## src/logic/imd_isa_pkg.sv

```systemverilog
package imd_isa_pkg;

	// Operations decoded for the multiply/divide unit.
	typedef enum logic [3:0]
	{
		// No operation for the unit.
		NOP   = 4'd0,
		// Move from HI or LO into the destination register.
		MFHI  = 4'd1,
		MFLO  = 4'd2,
		// Move a register into HI or LO.
		MTHI  = 4'd3,
		MTLO  = 4'd4,
		// Multiply, signed and unsigned.
		MULT  = 4'd5,
		MULTU = 4'd6,
		// Divide, signed and unsigned.
		DIV   = 4'd7,
		DIVU  = 4'd8
	} imd_op_t;

endpackage

```

## src/logic/imd_cfg_pkg.sv

```systemverilog
package imd_cfg_pkg;

	// Default general register width.
	parameter int REG_WIDTH = 32;

	// Width of the HI/LO pair and of double results.
	function automatic int hilo_width(input int w);
		return 2 * w;
	endfunction

	// Width of an engine step counter.
	function automatic int cnt_width(input int w);
		return $clog2(w + 1);
	endfunction

endpackage

```

## src/logic/long_imul.sv

```systemverilog
module long_imul #(
	parameter int p_width = 32
) (
	input  logic                                         clk,
	input  logic                                         nrst,
	input  logic                                         i_start,
	input  logic                                         i_signed,
	input  logic [p_width-1:0]                           i_a,
	input  logic [p_width-1:0]                           i_b,
	output logic                                         o_ready,
	output logic [imd_cfg_pkg::hilo_width(p_width)-1:0]  o_product
);

	localparam int CW = imd_cfg_pkg::cnt_width(p_width);

	// Steps left, zero means sign fix.
	logic [CW-1:0]      cnt;
	// Result is negative.
	logic               neg;
	logic [p_width-1:0] mcand;
	logic [p_width-1:0] a_mag;
	logic [p_width-1:0] b_mag;
	// Upper half plus one carry bit.
	logic [p_width:0]   sum;

	assign a_mag = (i_signed && i_a[p_width-1]) ? -i_a : i_a;
	assign b_mag = (i_signed && i_b[p_width-1]) ? -i_b : i_b;
	assign sum = {1'b0, o_product[2*p_width-1:p_width]} +
		(o_product[0] ? {1'b0, mcand} : {(p_width+1){1'b0}});

	// Step control.
	always_ff @(posedge clk or negedge nrst)
	begin
		if (!nrst)
		begin
			o_ready <= 1'b1;
			cnt <= '0;
			neg <= 1'b0;
		end
		else if (i_start)
		begin
			o_ready <= 1'b0;
			cnt <= CW'(p_width);
			neg <= i_signed && (i_a[p_width-1] ^ i_b[p_width-1]);
		end
		else if (!o_ready)
		begin
			if (cnt != '0)
				cnt <= cnt - 1'b1;
			else
				o_ready <= 1'b1;
		end
	end

	// Multiplier sits in the low half and shifts out.
	always_ff @(posedge clk)
	begin
		if (i_start)
		begin
			mcand <= a_mag;
			o_product <= {{p_width{1'b0}}, b_mag};
		end
		else if (!o_ready)
		begin
			if (cnt != '0)
				o_product <= {sum, o_product[p_width-1:1]};
			else if (neg)
				o_product <= -o_product;
		end
	end

	a_start_idle: assert property (@(posedge clk) disable iff (!nrst)
		i_start |-> o_ready);

endmodule

```

## src/logic/long_idiv.sv

```systemverilog
module long_idiv #(
	parameter int p_width = 32
) (
	input  logic                                         clk,
	input  logic                                         nrst,
	input  logic                                         i_start,
	input  logic                                         i_signed,
	input  logic [p_width-1:0]                           i_dividend,
	input  logic [p_width-1:0]                           i_divisor,
	output logic                                         o_ready,
	output logic [imd_cfg_pkg::hilo_width(p_width)-1:0]  o_remquot
);

	localparam int CW = imd_cfg_pkg::cnt_width(p_width);

	// Steps left, zero means sign fix.
	logic [CW-1:0]      cnt;
	// Quotient and remainder signs.
	logic               neg_q;
	logic               neg_r;
	logic [p_width-1:0] dvs;
	logic [p_width-1:0] dvd_mag;
	logic [p_width-1:0] dvs_mag;
	// Partial remainder and shifting quotient.
	logic [p_width-1:0] rem;
	logic [p_width-1:0] quo;
	// Trial subtract, top bit is the borrow.
	logic [p_width+1:0] diff;

	assign dvd_mag = (i_signed && i_dividend[p_width-1]) ? -i_dividend : i_dividend;
	assign dvs_mag = (i_signed && i_divisor[p_width-1]) ? -i_divisor : i_divisor;
	assign rem = o_remquot[2*p_width-1:p_width];
	assign quo = o_remquot[p_width-1:0];
	assign diff = {1'b0, rem, quo[p_width-1]} - {2'b00, dvs};

	// Step control.
	always_ff @(posedge clk or negedge nrst)
	begin
		if (!nrst)
		begin
			o_ready <= 1'b1;
			cnt <= '0;
			neg_q <= 1'b0;
			neg_r <= 1'b0;
		end
		else if (i_start)
		begin
			o_ready <= 1'b0;
			cnt <= CW'(p_width);
			// Zero divisor keeps an all ones quotient.
			neg_q <= i_signed && (i_dividend[p_width-1] ^ i_divisor[p_width-1]) &&
				(i_divisor != '0);
			neg_r <= i_signed && i_dividend[p_width-1];
		end
		else if (!o_ready)
		begin
			if (cnt != '0)
				cnt <= cnt - 1'b1;
			else
				o_ready <= 1'b1;
		end
	end

	// Dividend enters the quotient half and shifts into the remainder.
	always_ff @(posedge clk)
	begin
		if (i_start)
		begin
			dvs <= dvs_mag;
			o_remquot <= {{p_width{1'b0}}, dvd_mag};
		end
		else if (!o_ready)
		begin
			if (cnt != '0)
			begin
				// Restore on borrow.
				if (!diff[p_width+1])
					o_remquot <= {diff[p_width-1:0], quo[p_width-2:0], 1'b1};
				else
					o_remquot <= {rem[p_width-2:0], quo[p_width-1], quo[p_width-2:0], 1'b0};
			end
			else
				o_remquot <= {neg_r ? -rem : rem, neg_q ? -quo : quo};
		end
	end

	a_start_idle: assert property (@(posedge clk) disable iff (!nrst)
		i_start |-> o_ready);

endmodule

```

## src/logic/imd_hilo.sv

```systemverilog
module imd_hilo #(
	parameter int p_width = 32
) (
	input  logic                                         clk,
	input  logic                                         nrst,
	input  logic                                         i_core_stall,
	input  logic                                         i_nullify_mem,
	input  logic                                         i_nullify_wb,
	input  logic                                         i_mt_hi,
	input  logic                                         i_mt_lo,
	input  logic [p_width-1:0]                           i_mt_val,
	input  logic                                         i_load,
	input  logic [imd_cfg_pkg::hilo_width(p_width)-1:0]  i_load_val,
	output logic [imd_cfg_pkg::hilo_width(p_width)-1:0]  o_hilo
);

	// Memory stage copy of a pending move.
	logic               mt_hi_m;
	logic               mt_lo_m;
	logic [p_width-1:0] mt_val_m;

	// Memory stage flags.
	always_ff @(posedge clk or negedge nrst)
	begin
		if (!nrst)
		begin
			mt_hi_m <= 1'b0;
			mt_lo_m <= 1'b0;
		end
		else if (!i_core_stall)
		begin
			mt_hi_m <= i_mt_hi && !i_nullify_mem;
			mt_lo_m <= i_mt_lo && !i_nullify_mem;
		end
	end

	// Move value follows the flags.
	always_ff @(posedge clk)
	begin
		if (!i_core_stall)
			mt_val_m <= i_mt_val;
	end

	// Writeback, engine result first.
	always_ff @(posedge clk or negedge nrst)
	begin
		if (!nrst)
			o_hilo <= '0;
		else if (i_load && !(mt_hi_m && mt_lo_m))
			o_hilo <= i_load_val;
		else if (!i_core_stall && !i_nullify_wb)
		begin
			if (mt_hi_m)
				o_hilo[2*p_width-1:p_width] <= mt_val_m;
			if (mt_lo_m)
				o_hilo[p_width-1:0] <= mt_val_m;
		end
	end

	// A load never meets a held double move.
	a_load_move: assert property (@(posedge clk) disable iff (!nrst)
		!(i_load && i_core_stall && mt_hi_m && mt_lo_m));

endmodule

```

## src/logic/imd_ctrl.sv

```systemverilog
module imd_ctrl #(
	parameter int p_width = 32
) (
	input  logic                                         clk,
	input  logic                                         nrst,
	input  imd_isa_pkg::imd_op_t                         i_op,
	input  logic [p_width-1:0]                           i_rs_val,
	input  logic [p_width-1:0]                           i_rt_val,
	input  logic                                         i_mem_stall,
	input  logic                                         i_fetch_stall,
	input  logic                                         i_nullify_exec,
	input  logic [imd_cfg_pkg::hilo_width(p_width)-1:0]  i_hilo,
	input  logic                                         i_mul_ready,
	input  logic [imd_cfg_pkg::hilo_width(p_width)-1:0]  i_mul_product,
	input  logic                                         i_div_ready,
	input  logic [imd_cfg_pkg::hilo_width(p_width)-1:0]  i_div_remquot,
	output logic                                         o_exec_stall,
	output logic [p_width-1:0]                           o_rs,
	output logic [p_width-1:0]                           o_rt,
	output logic                                         o_signed,
	output logic                                         o_mul_start,
	output logic                                         o_div_start,
	output logic                                         o_mt_hi,
	output logic                                         o_mt_lo,
	output logic [p_width-1:0]                           o_mt_val,
	output logic                                         o_core_stall,
	output logic                                         o_load,
	output logic [imd_cfg_pkg::hilo_width(p_width)-1:0]  o_load_val,
	output logic [p_width-1:0]                           o_rd_val,
	output logic                                         o_rd_valid
);

	// Engine in flight.
	logic mul_busy;
	logic div_busy;
	// Engine finished this cycle.
	logic mul_done;
	logic div_done;
	// Operation needs an idle engine.
	logic interlock;
	// Operation taken by execute.
	logic accept;

	assign interlock = (i_op == imd_isa_pkg::MFHI) || (i_op == imd_isa_pkg::MFLO) ||
		(i_op == imd_isa_pkg::MULT) || (i_op == imd_isa_pkg::MULTU) ||
		(i_op == imd_isa_pkg::DIV) || (i_op == imd_isa_pkg::DIVU);

	// Hold execute only when nothing else stalls the core.
	assign o_exec_stall = !i_mem_stall && !i_fetch_stall && interlock && (mul_busy || div_busy);
	assign o_core_stall = o_exec_stall || i_mem_stall || i_fetch_stall;
	assign accept = !o_core_stall && !i_nullify_exec;

	// Ready is still high in the start cycle, so mask it.
	assign mul_done = mul_busy && i_mul_ready && !o_mul_start;
	assign div_done = div_busy && i_div_ready && !o_div_start;
	assign o_load = mul_done || div_done;
	assign o_load_val = mul_done ? i_mul_product : i_div_remquot;

	// Execute stage control.
	always_ff @(posedge clk or negedge nrst)
	begin
		if (!nrst)
		begin
			o_mt_hi <= 1'b0;
			o_mt_lo <= 1'b0;
			o_rd_valid <= 1'b0;
			o_signed <= 1'b0;
			o_mul_start <= 1'b0;
			o_div_start <= 1'b0;
			mul_busy <= 1'b0;
			div_busy <= 1'b0;
		end
		else
		begin
			// Starts are single pulses.
			o_mul_start <= 1'b0;
			o_div_start <= 1'b0;
			if (mul_done)
				mul_busy <= 1'b0;
			if (div_done)
				div_busy <= 1'b0;
			// Stage drains on every free edge.
			if (!o_core_stall)
			begin
				o_mt_hi <= 1'b0;
				o_mt_lo <= 1'b0;
				o_rd_valid <= 1'b0;
			end
			if (accept)
			begin
				case (i_op)
					imd_isa_pkg::MFHI, imd_isa_pkg::MFLO: o_rd_valid <= 1'b1;
					imd_isa_pkg::MTHI: o_mt_hi <= 1'b1;
					imd_isa_pkg::MTLO: o_mt_lo <= 1'b1;
					imd_isa_pkg::MULT, imd_isa_pkg::MULTU:
					begin
						o_signed <= (i_op == imd_isa_pkg::MULT);
						o_mul_start <= 1'b1;
						mul_busy <= 1'b1;
					end
					imd_isa_pkg::DIV, imd_isa_pkg::DIVU:
					begin
						o_signed <= (i_op == imd_isa_pkg::DIV);
						o_div_start <= 1'b1;
						div_busy <= 1'b1;
					end
					default: ;
				endcase
			end
		end
	end

	// Operands and results.
	always_ff @(posedge clk)
	begin
		if (accept)
		begin
			case (i_op)
				imd_isa_pkg::MFHI: o_rd_val <= i_hilo[2*p_width-1:p_width];
				imd_isa_pkg::MFLO: o_rd_val <= i_hilo[p_width-1:0];
				imd_isa_pkg::MTHI, imd_isa_pkg::MTLO: o_mt_val <= i_rs_val;
				imd_isa_pkg::MULT, imd_isa_pkg::MULTU, imd_isa_pkg::DIV, imd_isa_pkg::DIVU:
				begin
					o_rs <= i_rs_val;
					o_rt <= i_rt_val;
				end
				default: ;
			endcase
		end
	end

	// Interlock keeps the engines exclusive.
	a_one_busy: assert property (@(posedge clk) disable iff (!nrst)
		!(mul_busy && div_busy));
	// Starts only reach idle engines.
	a_mul_start: assert property (@(posedge clk) disable iff (!nrst)
		o_mul_start |-> i_mul_ready);
	a_div_start: assert property (@(posedge clk) disable iff (!nrst)
		o_div_start |-> i_div_ready);

endmodule

```

## src/logic/imd_unit.sv

```systemverilog
module imd_unit #(
	parameter int p_width = imd_cfg_pkg::REG_WIDTH
) (
	input  logic                 clk,
	input  logic                 nrst,
	input  imd_isa_pkg::imd_op_t i_op,
	input  logic [p_width-1:0]   i_rs_val,
	input  logic [p_width-1:0]   i_rt_val,
	input  logic                 i_mem_stall,
	input  logic                 i_fetch_stall,
	input  logic                 i_nullify_exec,
	input  logic                 i_nullify_mem,
	input  logic                 i_nullify_wb,
	output logic                 o_exec_stall,
	output logic [p_width-1:0]   o_rd_val,
	output logic                 o_rd_valid
);

	localparam int HW = imd_cfg_pkg::hilo_width(p_width);

	// Engine operands and handshake.
	logic [p_width-1:0] rs;
	logic [p_width-1:0] rt;
	logic               signed_op;
	logic               mul_start;
	logic               div_start;
	logic               mul_ready;
	logic               div_ready;
	logic [HW-1:0]      mul_product;
	logic [HW-1:0]      div_remquot;
	// Move pipeline and HI/LO.
	logic               mt_hi;
	logic               mt_lo;
	logic [p_width-1:0] mt_val;
	logic               core_stall;
	logic               load;
	logic [HW-1:0]      load_val;
	logic [HW-1:0]      hilo;

	imd_ctrl #(.p_width(p_width)) u_ctrl (
		.clk(clk), .nrst(nrst), .i_op(i_op), .i_rs_val(i_rs_val), .i_rt_val(i_rt_val),
		.i_mem_stall(i_mem_stall), .i_fetch_stall(i_fetch_stall),
		.i_nullify_exec(i_nullify_exec), .i_hilo(hilo),
		.i_mul_ready(mul_ready), .i_mul_product(mul_product),
		.i_div_ready(div_ready), .i_div_remquot(div_remquot),
		.o_exec_stall(o_exec_stall), .o_rs(rs), .o_rt(rt), .o_signed(signed_op),
		.o_mul_start(mul_start), .o_div_start(div_start),
		.o_mt_hi(mt_hi), .o_mt_lo(mt_lo), .o_mt_val(mt_val), .o_core_stall(core_stall),
		.o_load(load), .o_load_val(load_val), .o_rd_val(o_rd_val), .o_rd_valid(o_rd_valid)
	);

	imd_hilo #(.p_width(p_width)) u_hilo (
		.clk(clk), .nrst(nrst), .i_core_stall(core_stall),
		.i_nullify_mem(i_nullify_mem), .i_nullify_wb(i_nullify_wb),
		.i_mt_hi(mt_hi), .i_mt_lo(mt_lo), .i_mt_val(mt_val),
		.i_load(load), .i_load_val(load_val), .o_hilo(hilo)
	);

	long_imul #(.p_width(p_width)) u_imul (
		.clk(clk), .nrst(nrst), .i_start(mul_start), .i_signed(signed_op),
		.i_a(rs), .i_b(rt), .o_ready(mul_ready), .o_product(mul_product)
	);

	long_idiv #(.p_width(p_width)) u_idiv (
		.clk(clk), .nrst(nrst), .i_start(div_start), .i_signed(signed_op),
		.i_dividend(rs), .i_divisor(rt), .o_ready(div_ready), .o_remquot(div_remquot)
	);

endmodule

```

## config.mk

```make
export PLATFORM = sky130hd
export DESIGN_NAME = imd_unit
export DESIGN_NICKNAME = d
export VERILOG_FILES = /design/src/logic/imd_isa_pkg.sv /design/src/logic/imd_cfg_pkg.sv /design/src/logic/long_imul.sv /design/src/logic/long_idiv.sv /design/src/logic/imd_hilo.sv /design/src/logic/imd_ctrl.sv /design/src/logic/imd_unit.sv
export SDC_FILE = /design/constraint.sdc
export NUM_CORES = 1
export LEC_CHECK = 0
export BUFFER_PORTS_ARGS = -buffer_cell sky130_fd_sc_hd__buf_2
export CELL_PAD_IN_SITES_DETAIL_PLACEMENT = 1
export CELL_PAD_IN_SITES_GLOBAL_PLACEMENT = 1
export CORE_MARGIN = 2
export CORE_UTILIZATION = 35
export DETAILED_ROUTE_END_ITERATION = 12
export PLACE_DENSITY_LB_ADDON = 0.1
export SETUP_SLACK_MARGIN = 0.05
export SLEW_MARGIN = 10
export SYNTH_ARGS = -nofsm -noshare
export SYNTH_HDL_FRONTEND = slang
export SYNTH_HIERARCHICAL = 1
export SYNTH_SLANG_ARGS = --single-unit
```

## constraint.sdc

```tcl
create_clock -name clk -period 6.3 [get_ports clk]
set_clock_uncertainty 0.2 [all_clocks]
set_input_delay 0.63 -clock clk [delete_from_list [all_inputs] [get_ports clk]]
set_output_delay 0.63 -clock clk [all_outputs]
set_load 0.01 [all_outputs]
```

==> results.txt, run 1 <==
status: finished clean
num rows: 101
drt total wl: 96790 um
synthesized net count: 2989
Layout area overhead: 15.27%
CP required: 6.59 ns
register area share after synthesis: 45.50%
worst min-delay path category: in2reg
Mean Syn Cell Area: 9.451 sq um
maximum clock rate: 231.4 MHz
Die X: 280.9 um
min-delay src: i_rs_val[18]
most frequent cells in the layout: 318 x nand2_1, 298 x nor2_1, 288 x edfxtp_1, 216 x a21oi_1, 165 x o21ai_0
first-pass GRT wire length: 147500 um
H-tree Lvls: 2
CTS clk-pin slew, worst paths: 0.06 ns
Post-Syn Area: 26830 sq um
Slew Viols, Final: 0
number of I/O port buffers: 108
kind of critical path: reg2reg
Syn Inst Count: 2839
Final ANT Viol Nets: 0
Worst-Margin Slew: 1.185 ns
most common cell after layout, fill and taps aside: nand2_1
area of the core: 75950 sq um
CTS tree: done
Die ar.: 78890 sq um
WP data arrival: 4.61 ns
Layout Nets: 3105
cell family with most CP delay: compound AO/OA/AOI/OAI gates
Post-CTS Setup Inserts: 0
drt first pass iters: 5
clock sink total: 443
CP Capture Type: flip-flop
global route overflow: 0
Initial Util: 35.33%
P_leak: 11.50 nW
DR iter-0 viols: 1399
vias in the first global route: 23350
total clock buffers created by CTS: 54
number of flops mapped to enable cells by yosys: 288
Hold Slack: 0.03539 ns
IO Pins: 109
Die H: 280.9 um
drt drc: 0
Final WS setup: 1.979 ns
Final Hold Fails: 0
Vias/cell: 5.629
critical path peak fanout: 36
pin count of the biggest net entering global routing: 78
yosys warns: 6
WL/cell: 24.01 um
CP cell instances: and2_1 > ha_1 > a21o_1 > a21oi_1 > o21ai_0 > a311oi_1 > a21o_1 > a21o_1 > xnor2_1 > a222oi_1 > nor3_1
maxcap violations: 0
Via Count: 22700
Clock Path Buffers: 3
Crit-path slowest cell: edfxtp_1
setup_tns: 0 ns
Pwr per Cell Area: 415.0 nW/um^2
post-DP HPWL: 70880 um
endpoints failing setup: 0
Final min period: 4.321 ns
origin of the critical flop-to-flop path: u_imul/o_product[0]
ys async rst share: 20.54%
filler cell count: 8648
Primary FF master, synth: edfxtp_1
RSZ-0062 raised after global routing: no
Tcrit/Tclk final: 68.59%
CP Launch Type: flip-flop
Cell variety after synth: 97
pre-CTS setup slack: 1.961 ns
peak supply drop: 252.3 uV
gr usage total: 24.38%
CP peak stage delay: 1.05 ns
share of cells above drive strength 1: 13.60%
antenna violations before repair: 0
register bit total from synthesis: 443
CTS Root Cell: clkbuf_16
worst setup path start: u_imul/o_product[0]
Clock Latency Late Sink: 0.63 ns
Crit path top cell by count: a21o_1
CP bufs+invs: 0
Slew HR: 20.70%
gp weighted congestion: 0.8779
==> report_power, final <==
part           leakage [nW]  internal, W  switching [W]
clock network         0.931      0.00202        0.00139
logic                  6.36      0.00183        0.00271
registers              4.20      0.00387        0.00101
==> through the flow <==
stage | utilization, % | cell area, sq um | cells | power (W)
final | 40.72 | 30930 | 4032 | 0.01283
after global routing | 40.72 | 30930 | 4031 | 0.01360
after CTS | 40.71 | 30920 | 4030 | 0.01293
after detailed placement | 37.33 | 28350 | 3864 | 0.009421
after global placement | 37.33 | 28350 | 3864 | 0.009275
after floorplan | - | 26830 | 2839 | 0.007718
==> registers in the layout (all words and copies together), names as in the netlist, 6 cells and up <==
signal and flops:
u_idiv/cnt 6, u_idiv/o_remquot 64, u_imul/cnt 6, u_hilo/mt_val_m 32, u_ctrl/o_rs 32, u_idiv/dvs 32
u_imul/o_product 64, u_imul/mcand 32, u_ctrl/o_rd_val 32, u_hilo/o_hilo 64, u_ctrl/o_mt_val 32, u_ctrl/o_rt 32
==> cells by family after synthesis <==
| family | share of synthesized area (%) |
|---|---|
| AOI/OAI and AO/OA | 17.38 |
| buffers and inverters | 3.749 |
| muxes | 4.444 |
| DFF | 45.50 |
| xor gates and xnor gates | 6.822 |
| and+or+nand+nor | 18.55 |
| adders and majority gates | 3.553 |
==> what timing repair did <==
action	in CTS	in global routing
endpoints found under the hold margin	140	0
hold buffers	64	0
gates resized for setup	0	0
==> final cells by class <==
type | instances | area [sq um] | share of cell area (%)
clock inverters | 40 | 491.7 | 1.590
diodes | 1 | 2.502 | 0.008091
repair buffers | 204 | 1428 | 4.616
clock buffers | 62 | 1434 | 4.636
flip-flops and latches | 443 | 12220 | 39.50
well taps | 1030 | 1289 | 4.167
inverters | 94 | 352.8 | 1.141
multi-input cells | 2158 | 13720 | 44.34
==> cells in the mapped netlist, types with 15 or more instances <==
| library cell | number | area, sq um |
|---|---|---|
| buf_2 | 21 | 105.1 |
| xor2_1 | 93 | 814.5 |
| a21o_1 | 34 | 255.2 |
| ha_1 | 73 | 913.4 |
| mux2_2 | 96 | 1081 |
| inv_1 | 94 | 352.8 |
| nand2b_1 | 23 | 143.9 |
| nand3_1 | 39 | 195.2 |
| nand4_1 | 18 | 112.6 |
| xnor2_1 | 116 | 1016 |
| a31oi_1 | 121 | 757.0 |
| or4_1 | 21 | 157.7 |
| nand2_1 | 318 | 1194 |
| o31ai_1 | 24 | 180.2 |
| clkbuf_1 | 101 | 379.1 |
| dfrtp_1 | 89 | 2227 |
| edfxtp_1 | 288 | 8648 |
| or3_1 | 22 | 137.6 |
| a211oi_1 | 43 | 322.8 |
| a21oi_1 | 220 | 1101 |
| nor3_1 | 76 | 380.4 |
| o41ai_1 | 15 | 131.4 |
| o21ai_0 | 167 | 835.8 |
| nor2_1 | 299 | 1122 |
| dfxtp_1 | 64 | 1281 |
| o211ai_1 | 19 | 142.6 |
| nor4_1 | 40 | 250.2 |
| and2_1 | 44 | 275.3 |
==> worst paths after layout <==
check | end | slack, ns | cells after the start
max in group asynchronous | u_ctrl/o_div_start | 4.24 | 3
hold reg to reg | u_hilo/mt_val_m[11] | 0.21 | 0
hold / removal | u_ctrl/o_rs[18] | 0.04 | 1
min in group asynchronous | u_imul/cnt[5] | 0.39 | 2
setup reg to reg | u_imul/o_product[54] | 1.98 | 11
setup / recovery | u_imul/o_product[54] | 1.98 | 11
==> metal layers <==
metal / share of wire (%) / vias up / global-route usage [%]
li1: - / 10660 / -
met1: 47 / 11590 / 33.35
met2: 48 / 353 / 41.59
met3: 3.0 / 93 / 2.477
met4: 2.0 / 0 / 5.402
met5: 0 / - / 0
(Power assumes the default switching activity.)
==> inputs of run 2 (changes only) <==
- clock period: 6.3 -> 3.6 ns (I/O delays scaled with it)
==> run 2 against run 1 <==
Global-route usage is 0.65 points higher. Sequential share of layout area down 1.9 points. Non-clock buffer count up 178. Routed wire length increased by 2.6%. Combinational power rose by 110%. Critical path type unchanged. Largest cell class unchanged. Highest routed layer unchanged.
==> results.txt, run 2 (same netlist as run 1, synthesis figures left out) <==
status: finished clean
Comb pwr share: 41.2% (+5.8 points)
Via Count: 23150 (+2.0%)
Clock Latency Late Sink: 0.64 ns (about the same)
post-DP HPWL: 74420 um (+5.0%)
r2r endpoint: u_imul/o_product[61]
critical path peak fanout: 3 (-92%)
sequential power share: 34.7% (-3.3 points)
Slew HR: 35.37% (+15 points)
CP required: 3.88 ns (-2.71 ns)
Psw: 0.009299 W (+82%)
Layout area overhead: 21.23%
peak supply drop: 399.6 uV (+58%)
Pwr per Cell Area: 716.0 nW/um^2 (+73%)
Sw Ratio: 39.92% (+0.088 points)
P_leak: 12.37 nW (+7.6%)
endpoints failing setup: 0 (unchanged)
H-tree Lvls: 2 (unchanged)
Die ar.: 78890 sq um (unchanged)
Slew Viols, Final: 0 (unchanged)
Die H: 280.9 um (unchanged)
CP Capture Type: flip-flop
most frequent cells in the layout: 318 x nand2_1, 297 x nor2_1, 288 x edfxtp_1, 213 x a21oi_1, 189 x buf_4
top flop regs: u_hilo/o_hilo (64), u_idiv/o_remquot (64), u_imul/o_product (64)
Final Hold Fails: 0 (unchanged)
number of I/O port buffers: 108 (unchanged)
Tcrit/Tclk final: 97.34% (+29 points)
most common cell after layout, fill and taps aside: nand2_1
worst min-delay path category: in2async
RSZ-0062 raised after global routing: yes
area of the core: 75950 sq um (unchanged)
num rows: 101 (unchanged)
drt drc: 0 (unchanged)
CTS tree: done
Initial Util: 35.33% (unchanged)
Clk network pwr share: 24.1% (-2.5 points)
IO Pins: 109 (unchanged)
Clock Path Buffers: 3 (unchanged)
clock sink total: 443 (unchanged)
Antenna diodes: 0 (-1)
Worst-Margin Slew: 0.9695 ns (-0.2156 ns)
Power Total: 0.02329 W (+81%)
drt first pass iters: 5 (unchanged)
total clock buffers created by CTS: 53 (-1.9%)
WP data arrival: 3.79 ns (-0.82 ns)
Layout Nets: 3282 (+5.7%)
maximum clock rate: 285.4 MHz (+23%)
maxcap violations: 0 (unchanged)
final core utilization: 42.83% (+2.1 points)
first-pass GRT wire length: 150000 um (+1.7%)
reg2reg path depth: 12 (+1)
vias in the first global route: 23920 (+2.4%)
origin of the critical flop-to-flop path: u_imul/o_product[0]
Final ANT Viol Nets: 0 (unchanged)
antenna violations before repair: 1 (+1)
CTS Root Cell: clkbuf_16
global route overflow: 0 (unchanged)
gp weighted congestion: 0.8905 (+1.4%)
r2r setup slk: 0.1 ns (-1.88 ns)
pin count of the biggest net entering global routing: 145 (+86%)
DR iter-0 viols: 1562 (+12%)
share of cells above drive strength 1: 19.14% (+5.5 points)
kind of critical path: reg2reg
CP Launch Type: flip-flop
Final min period: 3.504 ns (-0.8170 ns)
Vias/cell: 5.502 (-2.3%)
Die X: 280.9 um (unchanged)
Pint: 0.01399 W (+81%)
CTS clk-pin slew, worst paths: 0.07 ns (about the same)
WL/cell: 23.60 um (-1.7%)
gr usage total: 25.03% (+0.65 points)
drt total wl: 99290 um (+2.6%)
[run 2: cell types whose count changed in the layout (fill, tap and decap cells not counted), moves of 4 or more]
cell,change
buf_12,+11
buf_4,+157
dlygate4sd3_1,+8
ha_1,-4
nor3_1,-4
o21ai_0,-12
o21ai_1,+12
[run 2: final cells by class]
class,count,area (sq um)
flip-flops and latches,443,12220
clock buffers,62,1370
inverters,94,352.8
fillers,8558,43420
repair buffers,382,2929
clock inverters,38,446.7
well taps,1030,1289
multi-input cells,2158,13920
[run 2: how the worst max path moves through the flow]
| stage | end | cells past startpoint | slack [ns] | startpoint |
|---|---|---|---|---|
| 2_1_floorplan | u_ctrl/o_mt_val[0] | 6 | 0.11 | i_op[1] |
| 3_3_place_gp | u_imul/o_product[61] | 12 | -0.15 | u_imul/o_product[0] |
| 3_5_place_dp | u_imul/o_product[61] | 12 | -0.16 | u_imul/o_product[0] |
| 4_1_cts | u_imul/o_product[50] | 13 | 0.02 | u_imul/o_product[0] |
| 5_1_grt | u_imul/o_product[61] | 12 | -0.08 | u_imul/o_product[0] |
| 6_report | u_imul/o_product[61] | 12 | 0.1 | u_imul/o_product[0] |
[run 2: timing repair]
item,CTS,global route
endpoints found under the hold margin,161,0
resized for setup,9,57
pin swaps,11,21
setup buffers,14,4
hold buffers,72,0
endpoints found under the setup margin,9,54
[run 2: per-stage QoR]
stage | TNS (ns) | area (sq um) | worst slack (ns) | instances | hold slack (ns)
final | 0 | 32530 | 0.09578 | 4207 | 0.1874
after global routing | -0.08050 | 32530 | -0.08050 | 4207 | 0.2055
after CTS | 0 | 32290 | 0.02394 | 4203 | 0.1527
after detailed placement | -0.1670 | 29600 | -0.1649 | 4017 | 0.2052
after global placement | -0.1524 | 29600 | -0.1524 | 4017 | 0.2003
after floorplan | 0 | 26850 | 0.1093 | 2839 | -0.1356
[run 2: power groups by stage]
stage | combinational (W) | sequential [W] | clock (W)
floorplan | 0.00571 | 0.00779 | 0
global placement | 0.00910 | 0.00811 | 0
detailed placement | 0.00931 | 0.00815 | 0
CTS | 0.00946 | 0.00806 | 0.00577
global route | 0.0105 | 0.00823 | 0.00596
finish | 0.00960 | 0.00807 | 0.00562
[run 2: critical path, stage by stage (launching register included)]
cell       delay (ns)
edfxtp_1         0.41
and2_4           0.17
ha_4             0.16
fa_2             0.43
a211oi_4         0.29
nor2_2           0.09
o2111ai_4        0.21
a311o_1          0.34
a21oi_2          0.13
o41a_1           0.45
xor2_1           0.16
a221oi_2         0.23
nor2_1           0.06
[run 2: layer usage]
layer / part of all wire, % / wire, um / vias up / track usage (%)
li1: - / - / 11000 / -
met3: 3.9 / 3869 / 126 / 3.068
met2: 48 / 47210 / 441 / 41.74
met1: 45 / 45150 / 11570 / 33.83
met5: 0 / 0 / - / 0
met4: 3.1 / 3065 / 0 / 7.788
==> inputs of run 3 (changes only) <==
- ABC_AREA: unset -> 1
==> run 3 against run 2 <==
Clock power increased by 1%. Setup slack improved by 0.26 ns. Cell area increased by 10%.
==> results.txt, run 3 <==
Final ANT Viol Nets: 0 (unchanged)
CP required: 3.72 ns (-0.16 ns)
Clock Path Buffers: 3 (unchanged)
Slew Viols, Final: 0 (unchanged)
Layout area overhead: 14.53%
status: finished clean
post-DP HPWL: 104100 um (+40%)
CP peak stage delay: 0.59 ns (+0.14 ns)
CTS clk-pin slew, worst paths: 0.06 ns (about the same)
Crit-path slowest cell: xor2_1
gr usage total: 28.69% (+3.7 points)
design area: 35840 sq um (+10%)
Slew HR: 29.83% (-5.5 points)
maxcap violations: 0 (unchanged)
Vias/cell: 5.243 (-4.7%)
cell family with most CP delay: simple AND/OR/NAND/NOR gates
vias in the first global route: 30200 (+26%)
synthesized net count: 4525 (+51%)
H-tree Lvls: 2 (unchanged)
Final min period: 3.241 ns (-0.2637 ns)
WL/cell: 22.88 um (-3.1%)
num rows: 109 (+7.9%)
cts repair resizes: 0 (-9)
Antenna diodes: 0 (unchanged)
RSZ-0062 raised after global routing: no
critical path peak fanout: 4 (+1)
Clock Latency Late Sink: 0.67 ns (+0.03 ns)
P_leak: 16.49 nW (+33%)
number of I/O port buffers: 108 (unchanged)
IO Pins: 109 (unchanged)
Worst-Margin Slew: 1.053 ns (+0.08313 ns)
Tcrit/Tclk final: 90.01% (-7.3 points)
Pwr per Cell Area: 752.4 nW/um^2 (+5.1%)
filler cell count: 11110 (+30%)
most common cell after layout, fill and taps aside: nand2_1
CP bufs+invs: 2 (+2)
Hold Slack: 0.08352 ns (-0.1039 ns)
pin count of the biggest net entering global routing: 79 (-46%)
CTS Root Cell: clkbuf_16
Yosys top cell by area: edfxtp_1
CP cell instances: inv_1 > ha_1 > inv_1 > nor3_2 > nand2_1 > nor3_2 > nand2_1 > nor2_2 > nand2_1 > nand2_1 > o21ai_1 > nor2_1 > xor2_1
Die X: 303.0 um (+7.9%)
drt first pass iters: 6 (+1)
ys async rst share: 20.54% (unchanged)
register bit total from synthesis: 443 (unchanged)
CP Launch Type: flip-flop
Primary FF master, synth: edfxtp_1
drt drc: 0 (unchanged)
Cell variety after synth: 62 (-36%)
count leader, synth: nand2_1
maximum clock rate: 308.6 MHz (+8.1%)
global route overflow: 0 (unchanged)
Die H: 303.0 um (+7.9%)
setup_tns: 0 ns (unchanged)
placed inst area: 33230 sq um (+12%)
register area share after synthesis: 39.02% (-6.5 points)
Post-CTS Setup Inserts: 0 (-14)
DR iter-0 viols: 2590 (+66%)
most frequent cells after synthesis: 1312 x nand2_1, 591 x inv_1, 462 x nor2_1, 420 x nand3_1, 288 x edfxtp_1
most frequent cells in the layout: 1311 x nand2_1, 590 x inv_1, 461 x nor2_1, 420 x nand3_1, 288 x edfxtp_1
Via Count: 30250 (+31%)
Initial Util: 35.35% (about the same)
CTS Hold Bufs: 79 (+9.7%)
gp weighted congestion: 0.9472 (+6.4%)
Synth area leaders: edfxtp_1 28%, nand2_1 16%, dfrtp_1 7.1%
Syn Inst Count: 4375 (+54%)
first-pass GRT wire length: 195600 um (+30%)
peak supply drop: 536.9 uV (+34%)
Die ar.: 91800 sq um (+16%)
yosys warns: 6 (unchanged)
Post-Syn Area: 31290 sq um (+17%)
endpoints failing setup: 0 (unchanged)
worst min-delay path category: in2reg
drt total wl: 132000 um (+33%)
CP Capture Type: flip-flop
number of flops mapped to enable cells by yosys: 288 (unchanged)
area of the core: 88510 sq um (+17%)
share of cells above drive strength 1: 10.38% (-8.8 points)
total clock buffers created by CTS: 55 (+3.8%)
Layout Nets: 4709 (+43%)
clock sink total: 443 (unchanged)
kind of critical path: reg2reg
Mean Syn Cell Area: 7.152 sq um (-24%)
Final Hold Fails: 0 (unchanged)
top flop regs: u_hilo/o_hilo (64), u_idiv/o_remquot (64), u_imul/o_product (64)
CTS tree: done
WP data arrival: 3.36 ns (-0.43 ns)
Yosys top cell area share: 27.64% (-4.6 points)
antenna violations before repair: 4 (+3)
Crit path top cell by count: nand2_1
[run 3: through the flow]
step | util, % | total power (W) | setup slack [ns] | instances
6_report | 40.49 | 0.02696 | 0.3595 | 5769
5_1_grt | 40.49 | 0.02886 | 0.08554 | 5769
4_1_cts | 40.49 | 0.02720 | 0.3625 | 5769
3_5_place_dp | 37.55 | 0.02131 | 0.4283 | 5588
3_3_place_gp | 37.55 | 0.02116 | 0.4347 | 5588
2_1_floorplan | - | 0.01631 | 0.2832 | 4375
[run 3: metal layers]
layer	share of wire (%)	vias up	track usage [%]
li1	-	14580	-
met1	47	14840	41.19
met2	45	708	45.65
met3	5.5	113	3.666
met4	2.2	0	6.943
met5	0	-	0
[run 3: area by class of cell]
class / count / area [sq um] / area share [%]
multi-input combinational: 3192 / 16140 / 45.04
timing repair buffer: 252 / 1897 / 5.293
inverter: 615 / 2310 / 6.445
clock inverter: 31 / 326.6 / 0.9113
sequential: 443 / 12220 / 34.09
clock buffer: 71 / 1486 / 4.148
tap: 1165 / 1458 / 4.068
[run 3: final timing paths]
| kind | from | endpoint | slack, ns | cells after the start |
|---|---|---|---|---|
| max | u_ctrl/o_rt[1] | u_idiv/dvs[30] | 0.36 | 13 |
| min | i_fetch_stall | u_ctrl/o_mt_hi | 0.08 | 6 |
| max reg2reg | u_ctrl/o_rt[1] | u_idiv/dvs[30] | 0.36 | 13 |
| min reg2reg | u_ctrl/o_mt_val[20] | u_hilo/mt_val_m[20] | 0.22 | 0 |
| max in group asynchronous | nrst | u_idiv/o_ready | 2.28 | 3 |
| min in group asynchronous | nrst | u_hilo/o_hilo[28] | 0.11 | 2 |
[run 3: logic make-up after synthesis]
family / count (synthesis) / synth area share (%)
compound gates: 481 / 8.430
xor+xnor: 127 / 3.555
flops: 443 / 39.02
simple gates: 2413 / 32.97
buf+inv: 740 / 9.521
fa+ha+maj: 75 / 3.047
mux: 96 / 3.455
[run 3: power breakdown]
group / switching (W) / internal, W
clock network: 0.00241 / 0.00328
registers: 0.00148 / 0.00674
logic: 0.00883 / 0.00423
[run 3: tightest hold or removal path, stage by stage]
cell and delay [ns]:
buf_2 0.07, or2_2 0.14, inv_1 0.07, nand2_2 0.14, nand2_1 0.07, o21ai_1 0.06
